**src/mclPkg.sv**
```systemverilog
`default_nettype none

package mclPkg;

  localparam int memFieldW = 4;
  localparam int magicW = 9;
  localparam int adW = 13;
  localparam int diagSelW = 3;

  // Memory function codes, top bit clear
  localparam logic [memFieldW-1:0] memNop = 4'h0;
  localparam logic [memFieldW-1:0] memRegFunc = 4'h1;
  localparam logic [memFieldW-1:0] memCondFetch = 4'h2;
  localparam logic [memFieldW-1:0] memBWrite = 4'h3;
  localparam logic [memFieldW-1:0] memARead = 4'h4;
  localparam logic [memFieldW-1:0] memRestoreVma = 4'h5;
  localparam logic [memFieldW-1:0] memMbWait = 4'h6;
  localparam logic [memFieldW-1:0] memArlInd = 4'h7;

  // Top bit set, each one starts an MBOX cycle
  localparam logic [memFieldW-1:0] memUncondFetch = 4'h8;
  localparam logic [memFieldW-1:0] memWrite = 4'h9;
  localparam logic [memFieldW-1:0] memRpwCycle = 4'ha;
  localparam logic [memFieldW-1:0] memRwCycle = 4'hb;
  localparam logic [memFieldW-1:0] memLoadArx = 4'hc;
  localparam logic [memFieldW-1:0] memLoadAr = 4'hd;
  localparam logic [memFieldW-1:0] memEaCalc = 4'he;
  localparam logic [memFieldW-1:0] memAdFunc = 4'hf;

  // Field order follows the decoder outputs, high code first
  typedef struct packed {
    logic adFunc;
    logic eaCalc;
    logic loadAr;
    logic loadArx;
    logic rwCycle;
    logic rpwCycle;
    logic write;
    logic uncondFetch;
    logic arlInd;
    logic mbWait;
    logic restoreVma;
    logic aRead;
    logic bWrite;
    logic condFetch;
    logic regFunc;
  } memFunc;

  typedef union packed {
    struct packed {
      logic loadAr;
      logic loadArx;
      logic pause;
      logic write;
      logic userOvr;
      logic condJump;
      logic [magicW-7:0] spare;
    } eaView;
    struct packed {
      logic fetch;
      logic kernel;
      logic exec;
      logic noMap;
      logic upt;
      logic ept;
      logic cache;
      logic phys;
      logic spare;
    } specView;
  } magicWord;

  typedef struct packed {
    logic [memFieldW-1:0] mem;
    magicWord magic;
    logic [1:0] vmaSel;
    logic [1:0] sh;
  } cramFields;

  typedef struct packed {
    logic loadAr;
    logic loadArx;
    logic pause;
    logic write;
  } vmaReq;

  typedef struct packed {
    logic user;
    logic public;
    logic previous;
    logic extended;
  } vmaCtx;

  typedef struct packed {
    logic cry0;
    logic cry1;
    logic fov;
    logic fpd;
    logic user;
    logic userIot;
    logic public;
    logic adrBrkInh;
    logic trapReq2;
    logic trapReq1;
    logic fxu;
    logic divChk;
  } pcFlags;

  typedef struct packed {
    vmaReq req;
    vmaCtx ctx;
    logic fetch;
    logic map;
    logic uncached;
    logic unpaged;
  } heldWord;

endpackage

`default_nettype wire
```
**src/mclTop.sv**
```systemverilog
`timescale 1ns/1ps
`default_nettype none

module mclTop import mclPkg::*; (
  input  logic                clk,
  input  logic                rstN,
  input  cramFields           cram,
  input  logic [0:adW-1]      ad,
  input  logic [2:0]          dramA,
  input  logic                dramB2,
  input  logic                testSatisfied,
  input  logic                piCycle,
  input  logic                ebosSync,
  input  logic                specMemCycle,
  input  logic                scdUser,
  input  logic                scdPublic,
  input  logic                condSelVma,
  input  logic                condLoadVmaHeld,
  input  logic                vmaBit12,
  input  pcFlags              pcFlagsIn,
  input  logic                diagRead,
  input  logic [diagSelW-1:0] diagSel,
  output vmaReq               req,
  output vmaCtx               ctx,
  output logic                vmaFetch,
  output logic                mboxCycReq,
  output logic                vmaInc,
  output logic                vmaAdrErr,
  output logic [1:12]         heldOrPc,
  output logic [0:5]          diagBus
);

  memFunc fn;
  logic reqEn;
  logic loadVma;
  logic skipSatisfied;

  memFuncDecode decode0 (
    .cram(cram), .testSatisfied(testSatisfied), .piCycle(piCycle), .dramB2(dramB2),
    .fn(fn), .reqEn(reqEn), .loadVma(loadVma), .skipSatisfied(skipSatisfied),
    .vmaInc(vmaInc)
  );

  cycleRequest cycReq0 (
    .clk(clk), .rstN(rstN), .fn(fn), .reqEn(reqEn), .skipSatisfied(skipSatisfied),
    .magic(cram.magic), .adFunc(ad[1:4]), .dramA(dramA), .piCycle(piCycle),
    .ebosSync(ebosSync), .req(req), .vmaFetch(vmaFetch), .mboxCycReq(mboxCycReq)
  );

  vmaContext ctx0 (
    .clk(clk), .rstN(rstN), .fn(fn), .loadVma(loadVma), .specMemCycle(specMemCycle),
    .magic(cram.magic), .ad(ad), .scdUser(scdUser), .scdPublic(scdPublic),
    .vmaBit12(vmaBit12), .fetch(vmaFetch), .ctx(ctx), .vmaAdrErr(vmaAdrErr)
  );

  vmaHeld held0 (
    .clk(clk), .rstN(rstN), .fn(fn), .condLoadVmaHeld(condLoadVmaHeld), .req(req),
    .ctx(ctx), .vmaFetch(vmaFetch), .mboxCycReq(mboxCycReq), .condSelVma(condSelVma),
    .pcFlagsIn(pcFlagsIn), .diagRead(diagRead), .diagSel(diagSel),
    .heldOrPc(heldOrPc), .diagBus(diagBus)
  );

endmodule

`default_nettype wire

```
**src/vmaHeld.sv**
```systemverilog
`timescale 1ns/1ps
`default_nettype none

module vmaHeld import mclPkg::*; (
  input  logic                clk,
  input  logic                rstN,
  input  memFunc              fn,
  input  logic                condLoadVmaHeld,
  input  vmaReq               req,
  input  vmaCtx               ctx,
  input  logic                vmaFetch,
  input  logic                mboxCycReq,
  input  logic                condSelVma,
  input  pcFlags              pcFlagsIn,
  input  logic                diagRead,
  input  logic [diagSelW-1:0] diagSel,
  output logic [1:12]         heldOrPc,
  output logic [0:5]          diagBus
);

  heldWord held;
  logic loadHeld;

  assign loadHeld = condLoadVmaHeld | fn.restoreVma;

  always_ff @(posedge clk) begin
    if (!rstN) begin
      held <= '0;
    end else if (loadHeld) begin
      held.req <= req;
      held.ctx <= ctx;
      held.fetch <= vmaFetch;
      // No map, cache or paging state in this slice
      held.map <= 1'b0;
      held.uncached <= 1'b0;
      held.unpaged <= 1'b0;
    end
  end

  assign heldOrPc = condSelVma ? held : pcFlagsIn;

  // Diagnostic read mux
  always_comb begin
    diagBus = '0;
    if (diagRead) begin
      case (diagSel)
        3'd0: diagBus = heldOrPc[1:6];
        3'd1: diagBus = heldOrPc[7:12];
        3'd2: diagBus = {req, ctx[1:0]};
        3'd3: diagBus = {ctx, vmaFetch, mboxCycReq};
        default: diagBus = '0;
      endcase
    end
  end

endmodule

`default_nettype wire

```
**src/vmaContext.sv**
```systemverilog
`timescale 1ns/1ps
`default_nettype none

module vmaContext import mclPkg::*; (
  input  logic           clk,
  input  logic           rstN,
  input  memFunc         fn,
  input  logic           loadVma,
  input  logic           specMemCycle,
  input  magicWord       magic,
  input  logic [0:adW-1] ad,
  input  logic           scdUser,
  input  logic           scdPublic,
  input  logic           vmaBit12,
  input  logic           fetch,
  output vmaCtx          ctx,
  output logic           vmaAdrErr
);

  logic kernelCycle;
  logic specExec;
  logic userEn;
  logic publicEn;
  logic prevEn;
  logic extEn;
  logic vmaLong;
  logic adrErr;

  // Special cycle flags come from the magic field
  assign kernelCycle = specMemCycle & magic.specView.kernel;
  assign specExec = specMemCycle & magic.specView.exec;

  always_comb begin
    userEn = (scdUser & (fetch | kernelCycle) & ~specExec) |
             (fn.adFunc & ad[5]);
    publicEn = (scdPublic & fetch) | (fn.adFunc & ad[6]);
    prevEn = fn.adFunc & ad[7];
    extEn = (fn.adFunc & ad[8]) | fn.eaCalc;
  end

  always_ff @(posedge clk) begin
    if (!rstN) begin
      ctx <= '0;
    end else if (loadVma | specMemCycle) begin
      ctx.user <= userEn;
      ctx.public <= publicEn;
      ctx.previous <= prevEn;
      ctx.extended <= extEn;
    end
  end

  // Long address must stay within section bounds
  assign vmaLong = fn.eaCalc | fn.regFunc;
  assign adrErr = vmaLong & ~fn.adFunc & ((|ad[6:11]) | ~ad[12]);

  always_ff @(posedge clk) begin
    if (!rstN) begin
      vmaAdrErr <= 1'b0;
    end else if (loadVma) begin
      vmaAdrErr <= vmaBit12 | adrErr;
    end
  end

endmodule

`default_nettype wire

```
**src/cycleRequest.sv**
```systemverilog
`timescale 1ns/1ps
`default_nettype none

module cycleRequest import mclPkg::*; (
  input  logic       clk,
  input  logic       rstN,
  input  memFunc     fn,
  input  logic       reqEn,
  input  logic       skipSatisfied,
  input  magicWord   magic,
  input  logic [0:3] adFunc,
  input  logic [2:0] dramA,
  input  logic       piCycle,
  input  logic       ebosSync,
  output vmaReq      req,
  output logic       vmaFetch,
  output logic       mboxCycReq
);

  logic [0:3] gatedMagic;
  logic [0:3] gatedAd;
  logic aReadHi;
  logic aRead1;
  logic aRead7;
  logic aRead367;
  logic aReadCyc;
  logic rwOrRpw;
  logic topCode;
  logic fetchEn;
  vmaReq reqNext;

  always_comb begin
    gatedMagic = {4{fn.eaCalc}} & {magic.eaView.loadAr, magic.eaView.loadArx,
                                   magic.eaView.pause, magic.eaView.write};
    gatedAd = {4{fn.adFunc}} & adFunc;
  end

  // Address read decodes of the dispatch A field
  always_comb begin
    aReadHi = fn.aRead & dramA[2];
    aRead1 = fn.aRead & (dramA == 3'd1);
    aRead7 = fn.aRead & (dramA == 3'd7);
    aRead367 = fn.aRead & ((dramA == 3'd3) | (dramA == 3'd6) | (dramA == 3'd7));
    aReadCyc = fn.aRead & (dramA != 3'd0) & (dramA != 3'd2);
  end

  assign rwOrRpw = fn.rwCycle | fn.rpwCycle;
  assign fetchEn = skipSatisfied | aRead1 | fn.uncondFetch;

  always_comb begin
    reqNext.loadAr = gatedMagic[0] | gatedAd[0] | aReadHi | fn.loadAr | rwOrRpw;
    reqNext.loadArx = gatedMagic[1] | gatedAd[1] | fetchEn | fn.loadArx;
    reqNext.pause = gatedMagic[2] | gatedAd[2] | aRead7 | fn.rpwCycle;
    reqNext.write = gatedMagic[3] | gatedAd[3] | aRead367 | fn.bWrite |
                    rwOrRpw | fn.write;
  end

  always_ff @(posedge clk) begin
    if (!rstN) begin
      req <= '0;
      vmaFetch <= 1'b0;
    end else if (reqEn) begin
      req <= reqNext;
      vmaFetch <= fetchEn;
    end
  end

  assign topCode = fn.uncondFetch | fn.write | fn.rpwCycle | fn.rwCycle |
                   fn.loadArx | fn.loadAr | fn.eaCalc | fn.adFunc;

  // Register functions go to the MBOX only on EBOX sync
  assign mboxCycReq = topCode | aReadCyc | (fn.condFetch & ~piCycle) |
                      (ebosSync & fn.regFunc);

endmodule

`default_nettype wire

```
**src/memFuncDecode.sv**
```systemverilog
`timescale 1ns/1ps
`default_nettype none

module memFuncDecode import mclPkg::*; (
  input  cramFields cram,
  input  logic      testSatisfied,
  input  logic      piCycle,
  input  logic      dramB2,
  output memFunc    fn,
  output logic      reqEn,
  output logic      loadVma,
  output logic      skipSatisfied,
  output logic      vmaInc
);

  logic [7:0] lo;
  logic [7:0] hi;
  logic condJump;

  function automatic logic [7:0] dec3to8(input logic en, input logic [2:0] sel);
    dec3to8 = en ? (8'b1 << sel) : 8'b0;
  endfunction

  // Two 3-to-8 decoders split on the top bit
  assign lo = dec3to8(~cram.mem[memFieldW-1], cram.mem[2:0]);
  assign hi = dec3to8(cram.mem[memFieldW-1], cram.mem[2:0]);

  always_comb begin
    fn.regFunc = lo[memRegFunc[2:0]];
    fn.condFetch = lo[memCondFetch[2:0]];
    fn.bWrite = lo[memBWrite[2:0]];
    fn.aRead = lo[memARead[2:0]];
    fn.restoreVma = lo[memRestoreVma[2:0]];
    fn.mbWait = lo[memMbWait[2:0]];
    fn.arlInd = lo[memArlInd[2:0]];
    fn.uncondFetch = hi[memUncondFetch[2:0]];
    fn.write = hi[memWrite[2:0]];
    fn.rpwCycle = hi[memRpwCycle[2:0]];
    fn.rwCycle = hi[memRwCycle[2:0]];
    fn.loadArx = hi[memLoadArx[2:0]];
    fn.loadAr = hi[memLoadAr[2:0]];
    fn.eaCalc = hi[memEaCalc[2:0]];
    fn.adFunc = hi[memAdFunc[2:0]];
  end

  assign condJump = fn.condFetch & cram.magic.eaView.condJump;
  assign skipSatisfied = condJump & testSatisfied;
  assign vmaInc = skipSatisfied & ~piCycle;

  // B write only requests when the dispatch allows it
  assign reqEn = ~lo[memNop[2:0]] & ~(fn.bWrite & ~dramB2);
  assign loadVma = (|cram.vmaSel) & ~skipSatisfied;

endmodule

`default_nettype wire

```
**config.mk**
```make
export PLATFORM = sky130hd
export DESIGN_NAME = mclTop
export DESIGN_NICKNAME = d
export VERILOG_FILES = /design/src/mclPkg.sv /design/src/mclTop.sv /design/src/vmaHeld.sv /design/src/vmaContext.sv /design/src/cycleRequest.sv /design/src/memFuncDecode.sv
export SDC_FILE = /design/constraint.sdc
export NUM_CORES = 1
export LEC_CHECK = 0
export BUFFER_PORTS_ARGS = -buffer_cell sky130_fd_sc_hd__buf_4
export CAP_MARGIN = 20
export CORE_ASPECT_RATIO = 1.25
export CORE_UTILIZATION = 43
export DETAILED_ROUTE_END_ITERATION = 8
export GPL_ROUTABILITY_DRIVEN = 0
export GPL_TIMING_DRIVEN = 1
export HOLD_SLACK_MARGIN = 0.08
export PLACE_DENSITY = 0.91
export SYNTH_ARGS = -nofsm -noshare
export SYNTH_HDL_FRONTEND = slang
export SYNTH_SLANG_ARGS = --single-unit
```
**constraint.sdc**
```tcl
create_clock -name clk -period 1.9 [get_ports clk]
set_clock_uncertainty 0.05 [all_clocks]
set_input_delay 0.19 -clock clk [delete_from_list [all_inputs] [get_ports clk]]
set_output_delay 0.19 -clock clk [all_outputs]
set_load 0.005 [all_outputs]
```
==> results of run 1 <==
[metal layers]
layer	share of wire (%)	track usage, %	vias up
met1	40	25.9	680
met2	51	41.2	78
met5	0	0	-
li1	-	-	751
met3	7.0	2.74	5
met4	1.8	9.87	0
[final timing paths]
path         slack [ps]          start              to  depth (start not counted)
min reg2reg         470  held0.held[3]   held0.held[3]                          2
max reg2reg         860    ctx0.ctx[0]     ctx0.ctx[0]                          3
max                  60  held0.held[3]      diagBus[2]                          4
min                 130       vmaBit12  ctx0.vmaAdrErr                          3
[power by group through the flow]
stage	Sequential, W	Clock (W)	Combinational [W]
after global placement	0.000437	0	0.000315
after floorplan	0.000435	0	0.000155
final	0.000428	0.000284	0.000321
after detailed placement	0.000437	0	0.000321
after global routing	0.000430	0.000308	0.000349
after CTS	0.000428	0.000289	0.000322
[registers in the layout (all words and copies together), names as in the netlist]
register / count
held0.held: 9
ctx0.ctx: 4
cycReq0.req: 4
ctx0.vmaAdrErr: 1
cycReq0.vmaFetch: 1
[cell type report]
| class | count | area [sq um] |
|---|---|---|
| Multi-Input combinational cell | 128 | 996 |
| Inverter | 4 | 15.0 |
| Clock inverter | 1 | 5.00 |
| Sequential cell | 19 | 380 |
| Fill cell | 270 | 1060 |
| Clock buffer | 3 | 41.3 |
| Timing Repair Buffer | 86 | 646 |
| Tap cell | 37 | 46.3 |
[Yosys cell counts (2+ instances only)]
cell,count,area (sq um)
nor2_1,4,15.0
o211a_1,3,30.0
mux2_2,10,113
dfxtp_1,19,380
nand2b_1,6,37.5
buf_2,5,25.0
nor3b_1,3,22.5
nand4b_1,2,17.5
nand3_1,3,15.0
clkbuf_1,6,22.5
mux2i_1,10,100
a211o_1,2,17.5
nor2b_1,17,106
nand2_1,15,56.3
inv_1,4,15.0
mux4_2,5,113
a21oi_1,8,40.0
a31oi_1,2,12.5
o21ai_0,6,30.0
or3_1,4,25.0
[cells by family after synthesis]
kind of cell	after synthesis	synth area share [%]
simple gates	68	28.2
flops	19	26.4
buf+inv	15	4.35
compound gates	35	18.4
mux	25	22.6
[worst max-delay path, delay by kind of cell, from the launching register on]
kind,cells,cell delay [ps]
buffers and inverters,1,140
flip-flops,1,310
multiplexers,2,730
AND/OR/NAND/NOR,1,140
[per-stage QoR]
step,area [sq um],util [%],std cells,hold WS (ps),total power (W)
6_report,2130,66.7,278,131,0.00103
5_1_grt,2130,66.7,278,146,0.00109
4_1_cts,2130,66.7,278,136,0.00104
3_5_place_dp,2080,65.2,274,413,0.000759
3_3_place_gp,2080,65.2,274,397,0.000752
2_1_floorplan,1440,-,162,291,0.000589
==> out/qor.txt, run 1 <==
Antenna violations before repair: 0
DRT iter0 DRCs: 48
Drt first pass iters: 4
GRT Util Overall: 22.9%
Most common cell after layout, fill and taps aside: buf_4
Number of synthesized register bits: 19
Synth Flop Type: dfxtp_1
Setup TNS: 0 ps
Achievable Freq: 0.544 GHz
Psw: 0.000279 W
Number of CTS-inserted buffers: 3
Net Sw Frac: 27.0%
IO buf count: 83
DRC: 0
Worst Hold Class: input pin to flop
Final HPWL DP: 3170 microns
Die area: 3580 sq um
Final Setup Violations: 0
Final hold vios: 0
Post-Syn Instances: 162
Synthesized area: 1440 sq um
Commonest cells after routing, fill and taps aside: buf_4 (86), dfxtp_1 (19), nor2b_1 (17)
Pins over their slew limit: 0
Status: complete, no violations
Worst-Margin Slew: 438 ps
CP Class: flop to primary output
Die X-Extent: 53.7 microns
Die span in y: 66.7 microns
Vias: 1514
Wire per inst: 14.4 microns
Clk pin slew, worst setup/hold paths: 70 ps
Largest net degree at the start of global routing: 22
RSZ-0062 raised after global routing: false
Worst path cell trace: mux2_2 -> mux4_2 -> nor2b_1 -> buf_4
GR Overflow Total: 0
# diodes: 0
Asr flop ratio synth: 0%
Area Growth Syn to Fin: 48.0%
CTS H-Tree Depth: 1
CTS sink count: 19
# hold bufs at CTS: 0
# nets final: 303
Drt via density: 5.45
I/O pin cnt: 91
Core area: 3190 sq um
Final min period: 1840 ps
Slowest-stage cell, CP: mux4_2
Power density over the cells: 485 nW/um^2
Clock share of power: 27.5%
Deepest clock path buffer count: 2
Synth Area per Inst: 8.88 sq um
Share of cells above drive strength 1: 46.9%
Peak VDD IR: 322 uV
Critical path capture point type: primary output
CTS tree: yes
WP data arrival: 1600 ps
CTS resizes: 0
Setup ws final: 61.5 ps
Initial Util: 45.0%
Number of flops mapped to enable cells by yosys: 0
P_int: 0.000755 W
Rows: 23
Setup slack after placement: 185 ps
Combinational share of power: 31.1%
Worst slew margin: 70.3%
CP max FO: 2
Sequential-to-total area share from yosys stat: 26.4%
Period utilization: 96.8%
Count of different cell masters after synthesis: 48
Antenna Nets Post-Route: 0
Wirelength, routed: 3990 microns
Yosys warns: 0
CTS Root Cell: clkbuf_8
Mapped Nets: 223
Register share of total power: 41.4%
First-pass GRT wire length: 5970 microns
Max-cap violations: 0
Pleak: 0.981 nW
Worst skew pair latency: 260 ps
Req. time, crit path: 1660 ps
Post-CTS Repair Setup Buffers: 0
Slowest stage delay, CP: 440 ps
CP Launch Type: flop
Number of global-route vias before repair: 1389
No activity file was read; power rests on OpenSTA's default activity.
==> run 2, diff against run 1 <==
--- a/config.mk
+++ b/config.mk
@@ -14,3 +14,3 @@
 export GPL_TIMING_DRIVEN = 1
-export HOLD_SLACK_MARGIN = 0.08
+export HOLD_SLACK_MARGIN = 0.12
 export PLACE_DENSITY = 0.91
==> constraint.sdc (replaced) <==
create_clock -name clk -period 1.9 [get_ports clk]
set_clock_uncertainty 0.05 [all_clocks]
set_input_delay 0.285 -clock clk [delete_from_list [all_inputs] [get_ports clk]]
set_output_delay 0.285 -clock clk [all_outputs]
set_load 0.005 [all_outputs]
==> out/qor.txt, run 2 (synthesis gave the netlist of run 1 again) <==
Tot Pwr: 0.00106 W
Setup ws final: -26.8 ps
Commonest cells after routing, fill and taps aside: buf_4 (89), nand2_1 (15), nor2b_1 (13)
Final min period: 1930 ps
Drt via density: 5.60
Req. time, crit path: 1560 ps
Clk pin slew, worst setup/hold paths: 70 ps
Die span in y: 66.7 microns
Met1 wire length: 1690 microns
CTS H-Tree Depth: 1
CTS Root Cell: clkbuf_8
Achievable Freq: 0.519 GHz
Register share of total power: 40.6%
I/O pin cnt: 91
Most common cell after layout, fill and taps aside: buf_4
Final Setup Violations: 3
Top flop regs: held0.held (9), ctx0.ctx (4), cycReq0.req (4)
Net Sw Frac: 26.0%
Worst skew pair latency: 250 ps
Max-cap violations: 0
Initial Util: 45.0%
Post-Place Cells: 278
GR Overflow Total: 0
Final hold vios: 0
Final HPWL DP: 3240 microns
Met3 WL post-DR: 278 microns
Die X-Extent: 53.7 microns
Number of global-route vias before repair: 1549
Flip-flop count of the largest register after layout: 9
Wire per inst: 14.9 microns
GRT Util Overall: 23.2%
Largest net degree at the start of global routing: 22
Rows: 23
Period utilization: 101%
CP Class: flop to primary output
Vias: 1601
DRT iter0 DRCs: 21
Worst slew margin: 64.6%
CP max FO: 2
P_int: 0.000783 W
IO buf count: 83
Share of cells above drive strength 1: 54.2%
Clock share of power: 25.5%
Area Growth Syn to Fin: 58.8%
# nets final: 311
Critical path capture point type: primary output
Setup TNS: -45.3 ps
Psw: 0.000275 W
RSZ-0062 raised after global routing: true
# diodes: 0
Met2 Routed Length: 2240 microns
Wirelength, routed: 4260 microns
CP Launch Type: flop
DRC: 0
Worst Hold Class: input pin to flop
Die area: 3580 sq um
Status: finished, violations left
Deepest clock path buffer count: 2
Power density over the cells: 463 nW/um^2
Biggest register: held0.held
Combinational share of power: 34.0%
CTS tree: yes
Max Used Layer: met4
Antenna Nets Post-Route: 0
Peak VDD IR: 337 uV
Violated checks: setup timing
Setup slack after placement: -70.8 ps
Pins over their slew limit: 0
Antenna violations before repair: 0
Core area: 3190 sq um
Final Non-Filler Cells: 286
Pleak: 1.06 nW
Drt first pass iters: 4
WHS: 243 ps
WP data arrival: 1590 ps
Number of CTS-inserted buffers: 3
CTS sink count: 19
Worst-Margin Slew: 530 ps
First-pass GRT wire length: 6220 microns
[run 2: changes by cell type in the layout (fill, tap and decap cells not counted), sizes merged]
cell,before,now
buf,86,94
clkinv,1,0
clkbuf,3,4
[run 2: layout make-up]
cell class,instances,area [sq um]
multi-input combinational,128,1060
fill,237,910
timing repair buffer,94,724
sequential,19,390
tap,37,46.3
clock buffer,4,45.0
inverter,4,15.0
[run 2: critical path, cell delays in order, from the launching register on]
cell	delay, ps
dfxtp_2	340
mux2_4	280
mux4_2	460
nor2b_4	140
buf_6	130
[run 2: metrics by stage]
stage,util [%],instance area [sq um]
finish,71.5,2280
global route,71.5,2280
CTS,68.2,2180
detailed placement,66.2,2110
global placement,66.2,2110
floorplan,-,1440
[run 2: worst paths after layout]
| path | from | endpoint | slack (ps) | cells after the start |
|---|---|---|---|---|
| max | held0.held[3] | diagBus[2] | -30 | 4 |
| min | vmaBit12 | ctx0.vmaAdrErr | 240 | 3 |
| max reg2reg | ctx0.ctx[0] | ctx0.ctx[0] | 860 | 3 |
| min reg2reg | held0.held[5] | held0.held[5] | 460 | 2 |
[run 2: timing repair]
action                                  CTS  global route
setup buffers                             1             2
endpoints found under the setup margin    2             6
pin swaps                                 0             3
gates resized for setup                   5            26
gates cloned                              0             0
endpoints found under the hold margin     0             0
hold buffers                              0             0
[run 2: metal layers]
| metal | vias up | track usage (%) |
|---|---|---|
| met5 | - | 0 |
| met4 | 0 | 8.55 |
| met3 | 6 | 3.88 |
| met2 | 76 | 44.1 |
| met1 | 746 | 24.1 |
| li1 | 773 | - |
[run 2: power by group through the flow]
stage	logic, W	registers, W	clock network, W
floorplan	0.000155	0.000435	0
global placement	0.000323	0.000437	0
detailed placement	0.000329	0.000437	0
CTS	0.000335	0.000428	0.000275
global route	0.000388	0.000432	0.000293
finish	0.000360	0.000430	0.000270
